$ cat config.mk
export PLATFORM = sky130hd
export DESIGN_NAME = rs_alloc
export DESIGN_NICKNAME = d
export VERILOG_FILES = /design/src/hw/rs_pkg.sv /design/src/hw/rs_alloc.sv
export SDC_FILE = /design/constraint.sdc
export NUM_CORES = 1
export LEC_CHECK = 0
export BUFFER_PORTS_ARGS = -buffer_cell sky130_fd_sc_hd__buf_2
export CAP_MARGIN = 30
export CORE_AREA = 4 4 41 43
export DETAILED_ROUTE_END_ITERATION = 10
export DIE_AREA = 0 0 45 47
export PLACE_DENSITY = 0.91
export RECOVER_POWER = 50
export SLEW_MARGIN = 25
export SYNTH_ARGS = -nofsm -noshare
export SYNTH_HDL_FRONTEND = slang
export SYNTH_SLANG_ARGS = --single-unit
export TNS_END_PERCENT = 100
$ cat constraint.sdc
create_clock -name vclk -period 1
set_input_delay 0.15 -clock vclk [all_inputs]
set_output_delay 0.15 -clock vclk [all_outputs]
set_load 0.05 [all_outputs]
$ cat src/hw/rs_pkg.sv
`default_nettype none

package rs_pkg;

    ////////////////////////////////////////
    // sizes
    ////////////////////////////////////////

    localparam int XLEN        = 32;
    localparam int TAG_W       = 5;
    localparam int OP_W        = 3;

    localparam int NUM_ALU     = 4;
    localparam int NUM_MULT    = 2;
    // alu slots occupy the low indices
    localparam int NUM_SLOTS   = NUM_ALU + NUM_MULT;
    localparam int SLOT_IDX_W  = $clog2(NUM_SLOTS);

    localparam int MULT_STAGES = 3;
    localparam int PROD_W      = 2 * XLEN;

    ////////////////////////////////////////
    // operation encodings
    ////////////////////////////////////////

    typedef enum logic {
        CAT_ALU,
        CAT_MULT
    } fu_cat_t;

    typedef enum logic [OP_W-1:0] {
        ALU_ADD,
        ALU_SUB,
        ALU_AND,
        ALU_OR,
        ALU_XOR,
        ALU_SLL,
        ALU_SRL,
        ALU_SLT
    } alu_op_t;

    // same width as alu_op_t so both issue packets share one layout
    typedef enum logic [OP_W-1:0] {
        MULT_LO,
        MULT_HI
    } mult_op_t;

    ////////////////////////////////////////
    // packets
    ////////////////////////////////////////

    typedef struct packed {
        logic             ready;
        logic [TAG_W-1:0] tag;
        logic [XLEN-1:0]  value;
    } operand_t;

    typedef struct packed {
        logic             valid;
        fu_cat_t          cat;
        logic [OP_W-1:0]  op;
        logic [TAG_W-1:0] dest_tag;
        operand_t         src_a;
        operand_t         src_b;
    } dispatch_t;

    typedef struct packed {
        logic             valid;
        logic [TAG_W-1:0] tag;
        logic [XLEN-1:0]  value;
    } cdb_t;

    typedef struct packed {
        alu_op_t         op;
        logic [XLEN-1:0] a;
        logic [XLEN-1:0] b;
    } alu_issue_t;

    typedef struct packed {
        mult_op_t        op;
        logic [XLEN-1:0] a;
        logic [XLEN-1:0] b;
    } mult_issue_t;

    typedef struct packed {
        logic            valid;
        logic [XLEN-1:0] value;
    } fu_result_t;

endpackage

`default_nettype wire
$ cat src/hw/rs_alloc.sv
`default_nettype none

module rs_alloc (
    input  logic                         squash,
    input  rs_pkg::dispatch_t            dispatch,
    input  logic [rs_pkg::NUM_SLOTS-1:0] busy,
    output logic [rs_pkg::NUM_SLOTS-1:0] write,
    output logic                         full
);

    logic [rs_pkg::NUM_SLOTS-1:0] cat_mask;
    logic [rs_pkg::NUM_SLOTS-1:0] idle;
    logic [rs_pkg::NUM_SLOTS-1:0] pick;

    // slot range of the requested category
    always_comb begin
        if (dispatch.cat == rs_pkg::CAT_MULT) begin
            cat_mask = {{rs_pkg::NUM_MULT{1'b1}}, {rs_pkg::NUM_ALU{1'b0}}};
        end else begin
            cat_mask = {{rs_pkg::NUM_MULT{1'b0}}, {rs_pkg::NUM_ALU{1'b1}}};
        end
    end

    assign idle = cat_mask & ~busy;

    // lowest idle slot wins
    always_comb begin
        logic found;
        found = 1'b0;
        pick  = '0;
        for (int i = 0; i < rs_pkg::NUM_SLOTS; i++) begin
            if (idle[i] && !found) begin
                pick[i] = 1'b1;
                found   = 1'b1;
            end
        end
    end

    assign full = ~|idle;

    // no idle slot means pick is empty, so a dispatch while full is dropped
    assign write = (dispatch.valid && !squash) ? pick : '0;

endmodule

`default_nettype wire

## Word-level counts from Yosys, hierarchy flattened

Index checks and enable logic that the tools add are counted.

- Register bits after elaboration: 0
- Input port bits: 93
- Logic and storage cells: 28
- Output and inout bits: 7

- Bitwise gates (word level): 2
- Multiplexer cells: 12
- Reduce and logical (&&, ||, !) cells: 14

Operators by type and width:

| operator | number |
|---|---|
| $mux W6 | 2 |
| $mux W1 | 10 |
| $logic_not A1 Y1 | 7 |
| $and A6 B6 Y6 | 1 |
| $logic_and A1 B1 Y1 | 6 |
| $not A6 Y6 | 1 |
| $reduce_or A6 Y1 | 1 |

## Logic depth before layout (Yosys ltp)

- Depth in word-level cells: 19
- Gate-level depth with buffers: 2
- Mapped depth without buffers: 2

## Worst setup path before layout

Ideal clock, no wire load.

- Path type: input-to-output
- Start point: in dispatch[84] in the netlist's numbering
- End point: out write[2] in the netlist's numbering
- Data required time: 850 ps
- Data arrival time: 1617 ps
- Stages: 2
- Setup slack: -767 ps
- Buffers on the path: 0
- Cells stage by stage: or3b_4 -> nor3_1

- Longest elaborated chain between the ends: 10

RTL lines:

| item | RTL line | source |
|---|---|---|
| start: declaration | rs_alloc.sv:5 | `input rs_pkg::dispatch_t dispatch,` |
| $mux W6 * | rs_alloc.sv:17 | `if (dispatch.cat == rs_pkg::CAT_MULT) begin` |
| $and A6 B6 Y6 * | rs_alloc.sv:24 | `assign idle = cat_mask & ~busy;` |
| $mux W1 | rs_alloc.sv:32 | `if (idle[i] && !found) begin` |
| $logic_not A1 Y1 | rs_alloc.sv:32 |  |
| $logic_and A1 B1 Y1 | rs_alloc.sv:32 |  |
| $mux W1 | rs_alloc.sv:32 |  |
| $logic_not A1 Y1 | rs_alloc.sv:32 |  |
| $logic_and A1 B1 Y1 * | rs_alloc.sv:32 |  |
| $mux W1 * | rs_alloc.sv:32 |  |
| $mux W6 * | rs_alloc.sv:42 | `assign write = (dispatch.valid && !squash) ? pick : '0;` |
| end: declaration | rs_alloc.sv:7 | `output logic [rs_pkg::NUM_SLOTS-1:0] write,` |

Mark *: on every way between the ends. The rest lies on a longest branch, timed or not.

## Worst setup path after layout

- Start point: in dispatch[84] in the netlist's numbering
- End point: out write[1] in the netlist's numbering

- Longest elaborated chain between the ends: 7

RTL lines:

| item | RTL line |
|---|---|
| $mux W6 * | rs_alloc.sv:17 |
| $and A6 B6 Y6 * | rs_alloc.sv:24 |
| $mux W1 | rs_alloc.sv:32 |
| $logic_not A1 Y1 | rs_alloc.sv:32 |
| $logic_and A1 B1 Y1 * | rs_alloc.sv:32 |
| $mux W1 * | rs_alloc.sv:32 |
| $mux W6 * | rs_alloc.sv:42 |

Marks and branches as above.

==> results.md <==
- Kind of critical path: primary input to output pin
- Setup TNS: -0.7089 ns
- Gpl congestion: 0.6918
- Global-route wire length before repair: ~950 um
- Slew Viols, Final: 0
- RSZ-0062 raised after global routing: true
- Final ANT Viol Nets: 0
- Post-DR vias/cell: 3.745
- Vias in the first global route: approximately 240
- Hold Worst Slack: 0.6098 ns
- Vias post-DR: ~190
- Syn Area/Cell: 6.737 um2
- Reg area: 0 um2
- I/O pins: 100
- Leak Pwr: 0.1613 nW
- Initial antenna violation count: 0
- Synth Warn #: 0
- Finished Cell Area: 340.3 um2
- Rows: 13
- Die width: 45 um
- Port bufs: 16
- Failing checks: negative setup slack
- Initial Utilization: 0.06731
- Wire length per cell: between 10 and 15 um
- Highest metal used: met3
- Fin crit share: 1.211
- Area Overhead vs Synth: 288.6%
- Dominant cell type by area after synthesis: nor3b_2
- Startpoint Class: primary input
- DRT met1 WL: 199 um
- Largest net degree at the start of global routing: 5
- Slew @ Worst Pin: 0.2109 ns
- Synth cell types: 12
- Share of the synthesized area in the top cell type: 0.1429
- Ant diodes: 0
- Largest cells by area after synthesis: nor3b_2 14%, nor4_2 14%, or3b_4 13%, nand3b_1 8.6%, nor2_1 8.6%
- Post-placement cell count: 50
- Worst endpoint data arrival time: around 1.1 ns
- PnR worst setup slack: -0.2113 ns
- Achievable Freq: 825.5 MHz
- Syn_nets: 106
- Power per standard cell area: 359.0 nW/um2
- Clock buf count: 0
- Post-Synthesis Cells: 13
- Metal3 WL: between 60 and 70 um
- GR Overflow Total: 0
- Post-synth design cell area: roughly 88 um2
- Hold bufs inserted after CTS: 0
- Critical Path Source: dispatch[84]
- Die Area: around 2100 um2
- Crit path to: write[1]
- Num sequential: 0
- Wire length on met2: 266 um
- CP endpoint kind: output pin
- Wirelength, routed: 534 um
- GRT Util Overall: 0.05984
- Drt drc: 0
- Placed Instance Area: 277.8 um2
- Seq/Total Area, Yosys: 0
- Pre-antenna DRT Iters: 1
- DR iter-0 viols: 0
- Detail Placement HPWL: 417.5 um
- Status: finished, violations left
- VDD IR max: approximately 0.17 mV
- Die height: 47 um
- Max-Cap Viols: 0
- Final setup viols: 5
- Final core occ: 0.2615
- Final cell count without fillers: 51
- Maximum fanout along the worst path: 4
- Slew margin rel.: 0.8583
- Total Nets Final: ~130
- Final min period: approximately 1.2 ns
- Final Hold Viols: 0
- Share of cells above drive strength 1: 0.8611
- Core ar.: approximately 1300 um2
- Required @ worst endpoint: 0.85 ns
- Worst Hold Class: primary input to output pin
[how the worst min path moves through the flow]
stage,startpoint,endpoint,slack [ns],depth (start not counted)
6_report,busy[5],write[5],0.61,3
5_1_grt,busy[5],write[5],0.62,3
4_1_cts,busy[2],write[2],0.60,3
3_5_place_dp,busy[4],write[4],0.65,3
3_3_place_gp,busy[4],write[4],0.65,3
2_1_floorplan,busy[2],write[2],0.36,1
[logic make-up (layout without fill, tap and decap cells)]
group | Yosys count | after routing | share of synthesized area
buffers and inverters | 1 | 24 | 0.04282
AOI/OAI and AO/OA | 1 | 1 | 0.05709
and+or+nand+nor | 11 | 11 | 0.8999
[cells in the final DEF (no fill, tap or decap)]
master,instances
or3b_4,1
buf_4,9
inv_1,1
nand4_1,1
nor4_4,1
o21ai_2,1
buf_2,6
nor3_4,1
buf_6,8
nand3b_1,1
nand2_1,1
nor3b_4,2
nand3_1,1
nor2_2,2
[repair_timing]
action | CTS | global route
pin swaps | 4 | 4
buffers inserted | 1 | 1
setup endpoints to repair | 6 | 6
resized for setup | 15 | 2
[where the power goes]
part / switching, W / leakage, nW / internal, W
sequential: 0 / 0 / 0
combinational: 0.0000630 / 0.161 / 0.0000592
clock: 0 / 0 / 0
[per-layer routing]
metal | track usage | vias up
met5 | 0 | -
met4 | 0 | 0
met3 | 0.01916 | 0
met2 | 0.1158 | 16
met1 | 0.06757 | 77
li1 | - | 98
[layout make-up]
type / instances / area (um2)
Fill cell: 144 / 960.9
Timing Repair Buffer: 23 / 187.7
Multi-Input combinational cell: 12 / 130.1
Tap cell: 15 / 18.77
Inverter: 1 / 3.754
[critical path: stages]
cell	delay, ns
buf_6	0.09
or3b_4	0.45
nor3b_4	0.19
buf_6	0.18
[metrics by stage]
stage               setup WS [ns]  total power, W
finish                    -0.2113       0.0001222
CTS                       -0.2226       0.0001220
floorplan                 -0.2871      0.00004837
global route              -0.2308       0.0001298
detailed placement        -0.3138       0.0001044
global placement          -0.2981       0.0001024
[cells in the mapped netlist]
cell,number
nor2_1,2
nand3_1,1
or3b_4,1
inv_1,1
o21ai_0,1
nor3b_1,1
nor4_2,1
nor3b_2,1
nand2_1,1
nand4_1,1
nor3_1,1
nand3b_1,1
Power figures use the tool's default switching activity.
