==> src/hw/rs_pkg.sv <==
`default_nettype none

package rs_pkg;

    ////////////////////////////////////////
    // sizes
    ////////////////////////////////////////

    localparam int XLEN        = 32;
    localparam int TAG_W       = 5;
    localparam int OP_W        = 3;

    localparam int NUM_ALU     = 4;
    localparam int NUM_MULT    = 2;
    // alu slots occupy the low indices
    localparam int NUM_SLOTS   = NUM_ALU + NUM_MULT;
    localparam int SLOT_IDX_W  = $clog2(NUM_SLOTS);

    localparam int MULT_STAGES = 3;
    localparam int PROD_W      = 2 * XLEN;

    ////////////////////////////////////////
    // operation encodings
    ////////////////////////////////////////

    typedef enum logic {
        CAT_ALU,
        CAT_MULT
    } fu_cat_t;

    typedef enum logic [OP_W-1:0] {
        ALU_ADD,
        ALU_SUB,
        ALU_AND,
        ALU_OR,
        ALU_XOR,
        ALU_SLL,
        ALU_SRL,
        ALU_SLT
    } alu_op_t;

    // same width as alu_op_t so both issue packets share one layout
    typedef enum logic [OP_W-1:0] {
        MULT_LO,
        MULT_HI
    } mult_op_t;

    ////////////////////////////////////////
    // packets
    ////////////////////////////////////////

    typedef struct packed {
        logic             ready;
        logic [TAG_W-1:0] tag;
        logic [XLEN-1:0]  value;
    } operand_t;

    typedef struct packed {
        logic             valid;
        fu_cat_t          cat;
        logic [OP_W-1:0]  op;
        logic [TAG_W-1:0] dest_tag;
        operand_t         src_a;
        operand_t         src_b;
    } dispatch_t;

    typedef struct packed {
        logic             valid;
        logic [TAG_W-1:0] tag;
        logic [XLEN-1:0]  value;
    } cdb_t;

    typedef struct packed {
        alu_op_t         op;
        logic [XLEN-1:0] a;
        logic [XLEN-1:0] b;
    } alu_issue_t;

    typedef struct packed {
        mult_op_t        op;
        logic [XLEN-1:0] a;
        logic [XLEN-1:0] b;
    } mult_issue_t;

    typedef struct packed {
        logic            valid;
        logic [XLEN-1:0] value;
    } fu_result_t;

endpackage

`default_nettype wire
==> src/hw/fu_mult.sv <==
`default_nettype none

module fu_mult (
    input  logic                clock,
    input  logic                reset,
    input  logic                squash,
    input  logic                issue_valid,
    input  rs_pkg::mult_issue_t issue,
    input  logic                grant,
    output rs_pkg::fu_result_t  result
);

    localparam int LAST = rs_pkg::MULT_STAGES - 1;

    logic [LAST:0]             stage_valid;
    rs_pkg::mult_issue_t       operands;
    rs_pkg::mult_op_t          op_q      [1:LAST-1];
    logic [rs_pkg::PROD_W-1:0] product_q [1:LAST-1];
    logic [rs_pkg::XLEN-1:0]   value_q;

    ////////////////////////////////////////
    // stage valids
    ////////////////////////////////////////

    always_ff @(posedge clock) begin
        if (reset || squash) begin
            stage_valid <= '0;
        end else begin
            stage_valid[0] <= issue_valid;
            for (int s = 1; s < LAST; s++) begin
                stage_valid[s] <= stage_valid[s-1];
            end
            // last stage holds until granted
            if (stage_valid[LAST-1]) begin
                stage_valid[LAST] <= 1'b1;
            end else if (grant) begin
                stage_valid[LAST] <= 1'b0;
            end
        end
    end

    ////////////////////////////////////////
    // datapath
    ////////////////////////////////////////

    always_ff @(posedge clock) begin
        if (issue_valid) begin
            operands <= issue;
        end
        // unsigned full-width product
        product_q[1] <= {{rs_pkg::XLEN{1'b0}}, operands.a}
                      * {{rs_pkg::XLEN{1'b0}}, operands.b};
        op_q[1]      <= operands.op;
        for (int s = 2; s < LAST; s++) begin
            product_q[s] <= product_q[s-1];
            op_q[s]      <= op_q[s-1];
        end
        if (stage_valid[LAST-1]) begin
            if (op_q[LAST-1] == rs_pkg::MULT_HI) begin
                value_q <= product_q[LAST-1][rs_pkg::PROD_W-1:rs_pkg::XLEN];
            end else begin
                value_q <= product_q[LAST-1][rs_pkg::XLEN-1:0];
            end
        end
    end

    assign result.valid = stage_valid[LAST];
    assign result.value = value_q;

endmodule

`default_nettype wire

==> config.mk <==
export PLATFORM = sky130hd
export DESIGN_NAME = fu_mult
export DESIGN_NICKNAME = d
export VERILOG_FILES = /design/src/hw/rs_pkg.sv /design/src/hw/fu_mult.sv
export SDC_FILE = /design/constraint.sdc
export NUM_CORES = 2
export LEC_CHECK = 0
export ABC_AREA = 1
export CORE_ASPECT_RATIO = 0.5
export CORE_MARGIN = 2
export CORE_UTILIZATION = 65
export CTS_CLUSTER_DIAMETER = 200
export DETAILED_ROUTE_END_ITERATION = 10
export DONT_BUFFER_PORTS = 1
export PLACE_DENSITY_LB_ADDON = 0.3
export SLEW_MARGIN = 40
export SYNTH_ARGS = -nofsm -noshare
export SYNTH_HDL_FRONTEND = slang
export SYNTH_SLANG_ARGS = --single-unit
==> constraint.sdc <==
create_clock -name clock -period 7.25 [get_ports clock]
set_input_delay 0.725 -clock clock [delete_from_list [all_inputs] [get_ports clock]]
set_output_delay 0.725 -clock clock [all_outputs]
set_load 0.02 [all_outputs]
-- Word level (Yosys, flattened, before mapping)
Memories as Yosys holds them, arrays and structs flattened.
Cells that the tools add are included.
- flip-flop bits (word level): 102
- RAM bits: 67
- input bits: 72
- output and inout port bits: 33
- memories: 2
- memories (name ; depth ; bits a word ; rd ports ; clocked after Yosys merged registers in ; write ports ; RTL line ; text):
    product_q ; 1 ; 64 ; 1 ; 0 ; 1 ; fu_mult.sv:18 ; logic [rs_pkg::PROD_W-1:0] product_q [1:LAST-1];
    op_q ; 1 ; 3 ; 1 ; 0 ; 1 ; fu_mult.sv:17 ; rs_pkg::mult_op_t op_q [1:LAST-1];
- multiply operators: 1
- eq/ne operators: 1
- mux-type cells: 3
- reduce and logical (&&, ||, !) cells: 2
- operators by type and width (operator ; count):
    $mul A32 B32 Y64 ; 1
    $mux W32 ; 1
    $eq A3 B1 Y1 const B ; 1
    $mux W1 ; 2
    $reduce_bool A2 Y1 ; 1
    $logic_or A1 B1 Y1 ; 1

-- Logic depth before layout (Yosys ltp)
- depth in word-level cells: 2
- depth in mapped cells: 30

-- Worst setup path after synthesis
No wires, ideal clock.
- path type: register to register
- start: register operands[57] (netlist name)
- end: memory product_q[1][62] (netlist name)
- setup time: 112 ps
- arrival: 6089 ps
- path slack: 1049 ps
- stages on the path, launching flop included: 26
- path buffers: 1
- period minus slack after synthesis: 6201 ps
- cell sequence: edfxtp_1 -> clkbuf_1 -> nand2_1 -> fa_1 -> inv_1 -> fa_1 -> inv_1 -> fa_1 -> inv_1 -> fa_1 -> fa_1 -> fa_1 -> fa_1 -> inv_1 -> fa_1 -> inv_1 -> ha_1 -> nand2_2 -> nor2_1 -> inv_2 -> nor2_4 -> nand2_1 -> nor3_2 -> nand2_1 -> nand3_1 -> nand2_1
- longest elaborated chain between the ends: 1
- RTL lines (element ; RTL line ; text):
    start: declaration ; fu_mult.sv:16 ; rs_pkg::mult_issue_t operands;
    start signal: assignment ; fu_mult.sv:48 ; operands <= issue;
    $mul A32 B32 Y64 ; fu_mult.sv:52 ; * {{rs_pkg::XLEN{1'b0}}, operands.b};
    end: declaration ; fu_mult.sv:18 ;
No other way between the ends.

-- Final worst setup path
- start: register operands[35] (netlist name)
- end: memory product_q[1][38] (netlist name)
The elaborated chain is that of the path after synthesis.

==> results.py <==
metrics = {
    "status": {
        "status": "complete, no violations",
    },
    "place": {
        "placed_cell_area_um2": 42700,
        "dp_hpwl_um": 96800,
        "gp_congestion": 1.00,
        "numPortBuffers": 0,
    },
    "setup_path": {
        "cp_max_fo": 18,
        "cpPeakStageDelay_ps": 850,
        "slowest_stage": "edfxtp_1",
        "crit_top_cell": "fa_1",
        "cp-end-kind": "register",
        "arrival_ps": 7550,
        "path_class": "register to register",
        "crit_path_start_kind": "register",
        "cp.required_ps": 7690,
        "path_cells": "buf_4 -> nand2_1 -> inv_1 -> fa_1 -> fa_1 -> fa_1 -> inv_1 -> fa_1 -> inv_1 -> fa_1 -> ha_1 -> fa_1 -> fa_1 -> ha_1 -> nand2_1 -> nor2_2 -> nand2_1 -> inv_1 -> nand4_1 -> nand3_1 -> nand3_1 -> nand2_1 -> nand2_1 -> nand2_1",
    },
    "synthesis": {
        "netlist.top_cell.by_area": "fa_1",
        "yosys.cell_count.top_type": "inv_1",
        "synth_xor_area_frac": 0.00771,
        "syn-cell-area_um2": 40900,
        "synth_common_cells": "inv_1 (1724), nand2_1 (1568), fa_1 (896)",
        "syn_inst": 5172,
        "synth_nets": 6403,
        "synth_warnings": 0,
        "async_flop_share": 0,
        "synth-seq-cells": 169,
        "synth_mux_area_frac": 0.00881,
        "synth_edf_count": 99,
        "yosysTopAreaCellShare": 0.438,
        "synth_top_family_by_area": "adder cells",
        "ys.flop_type": "edfxtp_1",
        "synth-simple-area-share": 0.172,
        "avgSynthCellArea_um2": 7.91,
        "synthTopCellsByArea": "fa_1 (44%), inv_1 (16%), nand2_1 (14%), ha_1 (8.0%), edfxtp_1 (7.3%)",
        "ys_seq_area_frac": 0.107,
        "synthAdderAreaFrac": 0.519,
        "synth_compound_area_frac": 0.00804,
        "ys_types": 30,
    },
    "finish": {
        "nFillCells": 4850,
        "drive_gt1_frac": 0.0673,
        "ff_latch_area_um2": 4370,
        "utilization": 0.712,
        "final_cell_area_um2": 43900,
        "fin_nets": 6448,
        "multi_input_area_um2": 29300,
        "area_growth_syn_to_layout_pct": 7.35,
    },
    "timing": {
        "period_needed_ps": 7100,
        "finalSetupTns_ps": 0,
        "final_max_slew_viol_count": 0,
        "hold_viol": 0,
        "finalSetupViolations": 0,
        "finalCritPeriodShare": 0.980,
        "fmax_mhz": 141,
        "worst_pin_slew_ps": 891,
        "slew_headroom": 0.406,
        "clock_skew_ps": 26.7,
    },
    "drt": {
        "routedWlPerCell_um": 19.1,
        "drtIter0Drc": 3541,
        "firstDrtPassIters": 6,
        "ant_nets": 0,
        "via_count": 32300,
        "wl_um": 115000,
        "via_per_inst": 5.33,
        "drc": 0,
    },
    "floorplan": {
        "num_rows": 64,
        "initial_core_util": 0.664,
        "fp.dieArea_um2": 65100,
        "coreArea_um2": 61700,
        "die_h_um": 181,
        "io_pins": 105,
        "die_x_um": 359,
    },
    "clock_tree": {
        "clockBufferDepth": 2,
        "clock_sinks": 169,
        "cts_hold_buf": 0,
        "clk_pin_slew_ps": 100,
        "tritoncts": "done",
        "cts_buffers": 17,
        "insertion_delay_ps": 520,
        "htree_levels": 4,
        "clockRootBuffer": "clkbuf_16",
    },
    "global_routing": {
        "antenna_found_initial": 2,
        "grt_usage": 0.375,
        "grt_overflow_total": 0,
        "grt_pass1_wl_um": 186000,
        "grt_max_degree": 69,
        "grt_pass1_vias": 33900,
    },
    "run": {
        "drv_cap": 0,
    },
    "worst_hold_path": {
        "min_path_type": "primary input to register",
    },
}
==> state kept, by name, summed over array words and instances, names as in the netlist <==
register,cells
operands,67
stage_valid,3
product_q,64
value_q,32
op_q,3
==> path summary, 6_finish.rpt <==
check	start	end	slack, ps	depth (start not counted)
worst max-delay path	operands[35]$_DFFE_PP_	product_q[1][38]$_DFF_P_	150	24
worst min-delay path	issue[0]	operands[0]$_DFFE_PP_	300	0
worst max register to register	operands[35]$_DFFE_PP_	product_q[1][38]$_DFF_P_	150	24
worst min register to register	operands[65]$_DFFE_PP_	op_q[1][1]$_DFF_P_	350	0
==> final cells by class <==
class / instances / share of cell area
Sequential cell: 169 / 0.0996
Clock inverter: 15 / 0.00476
Clock buffer: 17 / 0.00968
Tap cell: 825 / 0.0235
Inverter: 1737 / 0.148
Timing Repair Buffer: 223 / 0.0464
Multi-Input combinational cell: 3069 / 0.668
Antenna cell: 1 / 0.0000570
==> kinds of logic after synthesis <==
kind of cell,after synthesis
xor gates and xnor gates,36
adders and majority gates,1159
buffers and inverters,1934
muxes,32
DFF,169
AOI/OAI and AO/OA,59
and+or+nand+nor,1783
==> per-layer routing <==
layer	wire length, um	vias to the layer above	global-route usage
met5	0	-	0
met1	47800	15900	0.548
met4	3000	0	0.101
li1	-	14300	-
met2	48700	1869	0.550
met3	16000	214	0.112
==> metrics by stage <==
step | setup slack, ps | hold slack, ps | std cells
6_report | 149 | 301 | 6056
5_1_grt | -14.0 | 278 | 6056
4_1_cts | 5.39 | 266 | 6025
3_5_place_dp | -114 | 329 | 5972
3_3_place_gp | -150 | 324 | 5972
2_1_floorplan | 1050 | 323 | 5172
==> worst max-delay path: cells and delay by family (launching register included) <==
kind	cells	cell delay (ps)
flops	1	850
fa+ha+maj	9	4060
simple gates	10	1400
buf+inv	5	690
==> placed cells by master (no fill, tap or decap), types with 12 or more instances in the layout <==
master / Yosys / routed
edfxtp_1: 99 / 99
buf_12: 0 / 29
fa_1: 896 / 895
xor2_1: 34 / 32
ha_1: 263 / 258
clkbuf_16: 0 / 17
buf_4: 1 / 194
nor3_1: 12 / 12
mux2_2: 22 / 22
dfxtp_1: 70 / 70
inv_1: 1724 / 1724
a21oi_1: 45 / 43
nor2_2: 19 / 21
nand4_1: 16 / 16
inv_2: 13 / 13
nor2_1: 80 / 78
nand2_1: 1568 / 1568
nand3_1: 57 / 57
==> repair_timing <==
action | 4_1_cts | 5_1_grt
resized for setup | 0 | 15
hold endpoints to repair | 0 | 0
buffers inserted | 21 | 30
endpoints found under the setup margin | 4 | 34
Power is not shown: default switching activity piles up to over one toggle a cycle in this logic, so the estimate is an artifact.
