File: config.mk
export PLATFORM = sky130hd
export DESIGN_NAME = cdb_arbiter
export DESIGN_NICKNAME = d
export VERILOG_FILES = /design/src/hw/rs_pkg.sv /design/src/hw/cdb_arbiter.sv
export SDC_FILE = /design/constraint.sdc
export NUM_CORES = 1
export LEC_CHECK = 0
export BUFFER_PORTS_ARGS = -buffer_cell sky130_fd_sc_hd__buf_2
export CORE_AREA = 2 2 106 108
export CTS_CLUSTER_DIAMETER = 30
export CTS_CLUSTER_SIZE = 24
export DETAILED_ROUTE_END_ITERATION = 10
export DIE_AREA = 0 0 108 110
export GPL_TIMING_DRIVEN = 1
export PLACE_DENSITY = 0.66
export SYNTH_ARGS = -nofsm -noshare
export SYNTH_HDL_FRONTEND = slang
export SYNTH_SLANG_ARGS = --single-unit
export TNS_END_PERCENT = 1
File: constraint.sdc
create_clock -name clock -period 7.9 [get_ports clock]
set_clock_uncertainty 0.2 [all_clocks]
set_input_delay 0.79 -clock clock [delete_from_list [all_inputs] [get_ports clock]]
set_output_delay 0.79 -clock clock [all_outputs]
set_load 0.03 [all_outputs]
File: src/hw/rs_pkg.sv
`default_nettype none

package rs_pkg;

    ////////////////////////////////////////
    // sizes
    ////////////////////////////////////////

    localparam int XLEN        = 32;
    localparam int TAG_W       = 5;
    localparam int OP_W        = 3;

    localparam int NUM_ALU     = 4;
    localparam int NUM_MULT    = 2;
    // alu slots occupy the low indices
    localparam int NUM_SLOTS   = NUM_ALU + NUM_MULT;
    localparam int SLOT_IDX_W  = $clog2(NUM_SLOTS);

    localparam int MULT_STAGES = 3;
    localparam int PROD_W      = 2 * XLEN;

    ////////////////////////////////////////
    // operation encodings
    ////////////////////////////////////////

    typedef enum logic {
        CAT_ALU,
        CAT_MULT
    } fu_cat_t;

    typedef enum logic [OP_W-1:0] {
        ALU_ADD,
        ALU_SUB,
        ALU_AND,
        ALU_OR,
        ALU_XOR,
        ALU_SLL,
        ALU_SRL,
        ALU_SLT
    } alu_op_t;

    // same width as alu_op_t so both issue packets share one layout
    typedef enum logic [OP_W-1:0] {
        MULT_LO,
        MULT_HI
    } mult_op_t;

    ////////////////////////////////////////
    // packets
    ////////////////////////////////////////

    typedef struct packed {
        logic             ready;
        logic [TAG_W-1:0] tag;
        logic [XLEN-1:0]  value;
    } operand_t;

    typedef struct packed {
        logic             valid;
        fu_cat_t          cat;
        logic [OP_W-1:0]  op;
        logic [TAG_W-1:0] dest_tag;
        operand_t         src_a;
        operand_t         src_b;
    } dispatch_t;

    typedef struct packed {
        logic             valid;
        logic [TAG_W-1:0] tag;
        logic [XLEN-1:0]  value;
    } cdb_t;

    typedef struct packed {
        alu_op_t         op;
        logic [XLEN-1:0] a;
        logic [XLEN-1:0] b;
    } alu_issue_t;

    typedef struct packed {
        mult_op_t        op;
        logic [XLEN-1:0] a;
        logic [XLEN-1:0] b;
    } mult_issue_t;

    typedef struct packed {
        logic            valid;
        logic [XLEN-1:0] value;
    } fu_result_t;

endpackage

`default_nettype wire
File: src/hw/cdb_arbiter.sv
`default_nettype none

module cdb_arbiter (
    input  logic                         clock,
    input  logic                         reset,
    input  logic                         squash,
    input  rs_pkg::fu_result_t           results   [rs_pkg::NUM_SLOTS],
    input  logic [rs_pkg::TAG_W-1:0]     dest_tags [rs_pkg::NUM_SLOTS],
    output logic [rs_pkg::NUM_SLOTS-1:0] grant,
    output rs_pkg::cdb_t                 cdb
);

    logic [rs_pkg::SLOT_IDX_W-1:0] pointer;
    logic [rs_pkg::SLOT_IDX_W-1:0] sel;
    logic                          found;

    // first finished unit at or after the pointer
    always_comb begin
        int idx;
        found = 1'b0;
        sel   = '0;
        for (int k = 0; k < rs_pkg::NUM_SLOTS; k++) begin
            idx = int'(pointer) + k;
            if (idx >= rs_pkg::NUM_SLOTS) begin
                idx = idx - rs_pkg::NUM_SLOTS;
            end
            if (!found && results[idx].valid) begin
                found = 1'b1;
                sel   = rs_pkg::SLOT_IDX_W'(idx);
            end
        end
    end

    assign grant = {{(rs_pkg::NUM_SLOTS-1){1'b0}}, found} << sel;

    assign cdb.valid = found;
    assign cdb.tag   = dest_tags[sel];
    assign cdb.value = results[sel].value;

    always_ff @(posedge clock) begin
        if (reset || squash) begin
            pointer <= '0;
        end else if (found) begin
            // one past the winner
            if (int'(sel) == rs_pkg::NUM_SLOTS - 1) begin
                pointer <= '0;
            end else begin
                pointer <= sel + 1'b1;
            end
        end
    end

endmodule

`default_nettype wire

# Yosys cells after proc, flatten, opt, wreduce, memory -nomap -nowiden
# Index checks and enable logic that the tools add are counted.
# word_totals
regBits,3
latchBits,0
ram_bits,0
mem_bits_ro,0
input_bits,231
out_inout_bits,44
wordCells,89
memories,0
# op_classes
add_sub_neg,12
mul,0
div_mod_pow,0
magnitude_cmp,13
n_eq_ne,1
shifts,1
muxes,43
bitwise,7
n_reduce_logical,11
# op_table
cell,count
binary-select mux 33 bit (select 3 bit),7
two-way mux 33 bit,12
two-way mux 32 bit,8
greater-or-equal comparator 32 x 4 -> 1 bit (second input constant),6
NOT 32 bit,6
subtractor 4 x 3 -> 5 bit (second input constant),5
two-way mux 3 bit,7
greater-or-equal comparator 4 x 3 -> 1 bit (second input constant),5
binary-select mux 5 bit (select 3 bit),1
two-way mux 5 bit,2
adder 3 x 2 -> 4 bit (second input constant),2
adder 3 x 3 -> 4 bit (second input constant),2
two-way mux 1 bit,6
left shift 1 x 3 -> 6 bit,1
logical AND 1 bit,5
zero test 1 bit,5
adder 3 x 1 -> 4 bit (second input constant),1
greater-or-equal comparator 4 bit (second input constant),1
NOT 3 -> 4 bit,1
subtractor 3 x 3 -> 4 bit (second input constant),1
adder 3 x 1 -> 3 bit (second input constant),1
== test 3 bit (second input constant),1
greater-or-equal comparator 3 bit (second input constant),1
logical OR 1 bit,1

# Depth between registers and ports, before layout
# Gate-level depths: netlist of the first run.
# depth
ltp_word,26
ltp_mapped,19
mapped_depth_nobuf,13

# Least setup slack after synthesis of the first run
# Ideal clock, no wire load.
# synth_timing
path_type,reg2out
startpoint,register pointer[0] (netlist name)
endpoint,output port cdb[22] (netlist name)
t_arrival_ns,5.142
required_time_ns,6.910
setup_slack_ns,1.768
path_stages_with_launch,20
n_path_buf,6
cell_sequence,dfxtp_1 > buf_4 > buf_2 > inv_1 > ha_1 > buf_1 > inv_1 > ha_1 > a2111o_1 > mux2i_1 > a221o_1 > o311a_1 > or2_1 > buf_6 > or4_4 > a32oi_4 > buf_6 > buf_6 > mux2_1 > a221o_1
# synth_lines
element,line,source
start: declaration,cdb_arbiter.sv:13,logic [rs_pkg::SLOT_IDX_W-1:0] pointer;
start signal: assignment,cdb_arbiter.sv:48,pointer <= sel + 1'b1;
end: declaration,cdb_arbiter.sv:10,output rs_pkg::cdb_t cdb

==> results of run 1 <==
## per-stage QoR
stage	std cells	utilization	hold WS, ps	setup slack [ps]
finish	803	0.444	365	1320
global route	803	0.444	408	897
CTS	802	0.444	359	1300
detailed placement	798	0.440	355	1530
global placement	798	0.440	368	1730
floorplan	417	-	313	1770
## final cells by class
type,instances,area (um2),area share
Multi-Input combinational cell,357,2970,0.624
Timing Repair Buffer,285,1450,0.306
Tap cell,140,175,0.0369
Sequential cell,3,60.1,0.0126
Inverter,13,48.8,0.0103
Clock buffer,4,45.0,0.00948
Antenna cell,1,2.50,0.000526
## synth_stat cells, types with 2 or more instances
library cell / n
a211o_1: 4
a211oi_1: 2
a21o_1: 2
a21oi_1: 13
a221o_1: 37
a221oi_1: 2
a221oi_2: 2
a22oi_1: 38
a31o_2: 3
a31oi_1: 2
and2_1: 3
and3_1: 3
buf_1: 3
buf_2: 5
buf_4: 8
buf_6: 4
clkbuf_1: 24
dfxtp_1: 3
ha_1: 9
inv_1: 13
mux2_1: 3
mux2_2: 77
mux2i_1: 11
mux4_2: 2
nand2_1: 12
nand2b_1: 3
nand3_1: 38
nor2_1: 7
nor2b_1: 2
nor3_1: 2
nor3_2: 2
o211ai_1: 4
o21ai_0: 42
o22ai_1: 3
o311a_1: 2
or4_4: 2
xnor2_1: 4
## how the worst max path moves through the flow
stage / depth (start not counted) / endpoint / start / slack (ps)
finish: 16 / cdb[4] / pointer[0] / 1320
floorplan: 19 / cdb[22] / pointer[0] / 1770
global placement: 16 / cdb[0] / pointer[0] / 1730
detailed placement: 16 / cdb[4] / pointer[0] / 1530
global route: 16 / cdb[2] / pointer[0] / 900
CTS: 16 / cdb[4] / pointer[0] / 1300
## routing by layer
layer / vias to the layer above / track usage / wire length [um]
met2: 221 / 0.401 / 7420
met5: - / 0 / 0
li1: 2176 / - / -
met1: 2127 / 0.254 / 5340
met4: 0 / 0.0540 / 151
met3: 16 / 0.0317 / 1140
## critical path, stage by stage, from the launching register on
cell and delay [ps]:
dfxtp_1 300, buf_4 290, inv_1 80, ha_1 580, inv_1 180, ha_1 260, a2111o_1 440, mux2i_1 140
a221o_1 360, o311a_1 150, or2_1 350, or4_4 570, a32oi_4 240, buf_4 460, mux2_2 400, a221o_1 350
buf_2 180
## cell families (layout without fill, tap and decap cells)
| group | count (synthesis) | count (layout) | synth area share |
|---|---|---|---|
| adder cells (fa/ha/maj) | 9 | 9 | 0.0342 |
| AND/OR/NAND/NOR | 83 | 83 | 0.137 |
| multiplexers | 93 | 93 | 0.321 |
| flip-flops | 3 | 3 | 0.0183 |
| buffers and inverters | 57 | 302 | 0.0852 |
| AO/OA/AOI/OAI | 167 | 167 | 0.389 |
| other | 0 | 1 | 0 |
| XOR/XNOR | 5 | 5 | 0.0156 |
==> impl_metrics.csv, run 1 <==
group,metric,value,unit
cells_and_area,fillCellCount,1077,
cells_and_area,top_register,"pointer",
logic_synthesis,synth.distinct_cells,58,
logic_synthesis,synth.net_count,657,
worst_setup_path,r2r_cells,15,
clock_network,cts_hold_buf,0,
cells_and_area,largest_register_ffs,3,
cells_and_area,layout_commonest_cell,"buf_2",
worst_setup_path,rrSetupSlack,2890,ps
clock_network,post_cts_buffers,0,
logic_synthesis,avgSynthCellArea,7.89,um2
grt,gr-usage-all-layers,0.214,
grt,antenna_found_initial,1,
logic_synthesis,syn_area,3290,um2
logic_synthesis,yosysWarnings,0,
logic_synthesis,yosysSeqAreaShare,0.0183,
clock_network,h-tree-depth,1,
worst_setup_path,r2r-start,"pointer[0]",
routing,wl_per_cell,17.5,um
grt,grt_max_degree,43,
sta,setup_violations,0,
logic_synthesis,ys_ff_latch,3,
cells_and_area,area_delta_synth_final,44.6,%
die,dieArea,11900,um2
cells_and_area,layout_common_cells,"buf_2 (274), mux2_2 (77), o21ai_0 (42), a22oi_1 (38), nand3_1 (38)",
clock_network,clockBufferDepth,2,
clock_network,clk_pin_slew,30,ps
clock_network,cts_tree,"yes",
grt,grt_pass1_vias,4331,
placement,gp_congestion,0.910,
sta,hold_viol_final,0,
worst_hold_path,hp-start,"pointer[1]",
logic_synthesis,netlist.area_leader.share,0.264,
logic_synthesis,yosys.area.top_type,"mux2_2",
logic_synthesis,synth_edf_count,0,
routing,num_vias,4540,
worst_hold_path,worstHoldEndpoint,"pointer[1]",
clock_network,clk_latency,210,ps
cells_and_area,final_nets,903,
sta,worst_pin_slew,943,ps
die,start_util,0.307,
die,fp.coreArea,10700,um2
sta,setup_tns,0,ps
routing,drt-vias-per-instance,5.65,
routing,finalWirelength,14000,um
die,rows,38,
clock_network,ctsResizeCount,0,
placement,place_area,4710,um2
sta,maxSlewHeadroom,0.369,
clock_network,numCtsBuffers,3,
die,pin_count,275,
worst_setup_path,cp-end-kind,"primary output",
run,drv_cap,0,
logic_synthesis,synthArstFlopShare,0,
grt,grt_pass1_wl,20600,um
clock_network,clkSinkCount,3,
cells_and_area,finalInstanceArea,4750,um2
logic_synthesis,synth_cells,417,
worst_setup_path,worst_ep_required_time,6910,ps
status,outcome,"completed",
worst_hold_path,hold_path.class,"flip-flop to flip-flop",
routing,ant_nets,0,
worst_setup_path,cp-start-kind,"flip-flop",
sta,rsz0062_at_grt,"no",
worst_setup_path,critPathKind,"flip-flop to primary output",
cells_and_area,drive_gt1_frac,0.577,
clock_network,root_buffer,"clkbuf_8",
routing,first_iter_violations,199,
worst_hold_path,holdPathStages,2,
routing,drtPass1Iterations,5,
placement,io_buffer_count,274,
worst_setup_path,rr_endpoint,"pointer[1]",
die,dieWidth,108,um
die,die_h,110,um
worst_setup_path,crit_arrival,5590,ps
worst_setup_path,cp_max_fo,42,
routing,drc,0,
logic_synthesis,synth_area_leaders,"mux2_2 (26%), a221o_1 (11%), a22oi_1 (8.7%), o21ai_0 (6.4%), nand3_1 (5.8%)",
grt,overflow,0,
cells_and_area,largestRegisters,"pointer: 3 flops",
sta,period_share,0.833,
sta,fmax,152,MHz
sta,drv_slew,0,
sta,min_period,6580,ps
logic_synthesis,synthFlopType,"dfxtp_1",
placement,dp_hpwl,11200,um
Power of run 1 is left out: the tool's default activity adds up to more than one toggle a clock period on the data nets, which glitch-free logic cannot reach.
==> inputs of run 2 (changes only) <==
==> constraint.sdc (replaced) <==
create_clock -name clock -period 6.29 [get_ports clock]
set_clock_uncertainty 0.2 [all_clocks]
set_input_delay 0.629 -clock clock [delete_from_list [all_inputs] [get_ports clock]]
set_output_delay 0.629 -clock clock [all_outputs]
set_load 0.03 [all_outputs]
==> run 2 against run 1 <==
- final cell count increased by 0.25%
- routed wire length hardly changed
- utilization rose by 0.19 points
- die area did not move
- cell area rose by 0.42%
- global-route usage is 0.23 points lower
- via count increased by 0.77%
- first-iteration DRC count rose by 45%
- clock-buffer cell count unchanged
- non-clock buffer count grew 3
- sequential share of layout area about the same
- largest cell class unchanged
==> impl_metrics.csv, run 2 (synthesis results as in run 1) <==
group,metric,value,unit
worst_setup_path,rr_endpoint,"pointer[1]",
cells_and_area,fillCellCount,1086,
routing,ant_nets,0,
cells_and_area,top_register,"pointer",
grt,grt_pass1_vias,4302,
worst_hold_path,hold_path.class,"flip-flop to flip-flop",
sta,fmax,168,MHz
worst_setup_path,rrSetupSlack,1760,ps
clock_network,clockBufferDepth,2,
cells_and_area,largest_register_ffs,3,
sta,rsz0062_at_grt,"no",
placement,gp_congestion,0.857,
sta,min_period,5960,ps
sta,hold_ws,374,ps
die,fp.coreArea,10700,um2
placement,io_buffer_count,274,
cells_and_area,drive_gt1_frac,0.579,
grt,gr-usage-all-layers,0.211,
die,rows,38,
grt,grt_max_degree,43,
routing,drc,0,
worst_setup_path,worst-path-buf-inv,3,
worst_setup_path,cp-end-kind,"primary output",
die,pin_count,275,
sta,maxSlewHeadroom,0.469,
clock_network,clkSinkCount,3,
sta,drv_slew,0,
worst_setup_path,cp_slowest_cell,"or4_4",
die,start_util,0.307,
routing,first_iter_violations,289,
cells_and_area,area_delta_synth_final,45.2,%
die,dieWidth,108,um
clock_network,clk_pin_slew,30,ps
die,die_h,110,um
routing,wl_per_cell,17.5,um
clock_network,numCtsBuffers,3,
run,drv_cap,0,
routing,drt-vias-per-instance,5.68,
clock_network,root_buffer,"clkbuf_8",
worst_hold_path,holdPathStages,2,
placement,dp_hpwl,11000,um
cells_and_area,final_nets,906,
clock_network,clk_latency,220,ps
clock_network,cts_tree,"yes",
worst_setup_path,cpPeakStageDelay,570,ps
grt,antenna_found_initial,0,
worst_setup_path,r2r_cells,14,
cells_and_area,layout_commonest_cell,"buf_2",
worst_setup_path,crit_arrival,5130,ps
sta,hold_viol_final,0,
routing,finalWirelength,14100,um
clock_network,post_cts_buffers,0,
cells_and_area,largestRegisters,"pointer: 3 flops",
sta,worst_pin_slew,794,ps
clock_network,ctsResizeCount,0,
clock_network,cts_hold_buf,0,
sta,setup_violations,0,
clock_network,h-tree-depth,1,
worst_setup_path,critPathKind,"flip-flop to primary output",
cells_and_area,layout_common_cells,"buf_2 (274), mux2_2 (77), o21ai_0 (42), a22oi_1 (38), nand3_1 (38)",
routing,num_vias,4575,
cells_and_area,seqCellArea,60.1,um2
sta,period_share,0.947,
status,outcome,"completed",
worst_hold_path,worstHoldEndpoint,"pointer[1]",
grt,grt_pass1_wl,20400,um
worst_setup_path,cp_max_fo,37,
grt,overflow,0,
worst_setup_path,path_cells,"inv_1, ha_1, xnor2_1, ha_1, a2111o_1, mux2i_1, a221o_1, o311a_1, or2_1, or4_4, a32oi_4, buf_4, mux2_2, a221o_1, buf_2",
cells_and_area,multi_input_area,2970,um2
cells_and_area,diodes,0,
routing,drtPass1Iterations,5,
die,dieArea,11900,um2
worst_setup_path,cp-start-kind,"flip-flop",
worst_hold_path,hp-start,"pointer[1]",
worst_setup_path,r2r-start,"pointer[1]",
worst_setup_path,critical_path.top_delay_family,"compound AO/OA/AOI/OAI gates",
worst_setup_path,worst_ep_required_time,5460,ps
sta,setup_tns,0,ps
==> run 2: tightest hold or removal path, delay by kind of cell, from the launching register on <==
kind,cells,cell delay (ps)
compound gates,1,80
flops,1,360
simple gates,1,90
==> run 2: through the flow <==
| step | area [um2] | std cells | util | worst slack [ps] |
|---|---|---|---|---|
| after global placement | 4710 | 799 | 0.441 | 722 |
| final | 4770 | 805 | 0.446 | 331 |
| after CTS | 4760 | 803 | 0.445 | 247 |
| after floorplan | 3290 | 417 | - | 319 |
| after global routing | 4770 | 805 | 0.446 | 61.5 |
| after detailed placement | 4710 | 799 | 0.441 | 493 |
==> run 2: layout make-up <==
| type | instances | share of cell area |
|---|---|---|
| multi-input cells | 357 | 0.622 |
| flip-flops and latches | 3 | 0.0126 |
| well taps | 140 | 0.0367 |
| repair buffers | 288 | 0.309 |
| inverters | 13 | 0.0102 |
| clock buffers | 4 | 0.00944 |
==> run 2: worst max-delay path by stage <==
stage / startpoint / end / slack, ps / cells past startpoint
after floorplan: pointer[0] / cdb[22] / 320 / 19
final: pointer[1] / cdb[10] / 330 / 15
after detailed placement: pointer[1] / cdb[11] / 490 / 15
after CTS: pointer[1] / cdb[11] / 250 / 15
after global placement: pointer[1] / cdb[11] / 720 / 15
after global routing: pointer[1] / cdb[0] / 60 / 15
==> run 2: per-layer routing <==
layer / routed length (um) / share of wire / global-route usage / vias to the layer above
met4: 68 / 0.0048 / 0.0256 / 0
met2: 7370 / 0.52 / 0.409 / 229
met1: 5520 / 0.39 / 0.259 / 2160
met5: 0 / 0 / 0 / -
li1: - / - / - / 2180
met3: 1100 / 0.078 / 0.0200 / 6
Power of run 2 is left out for the same reason.
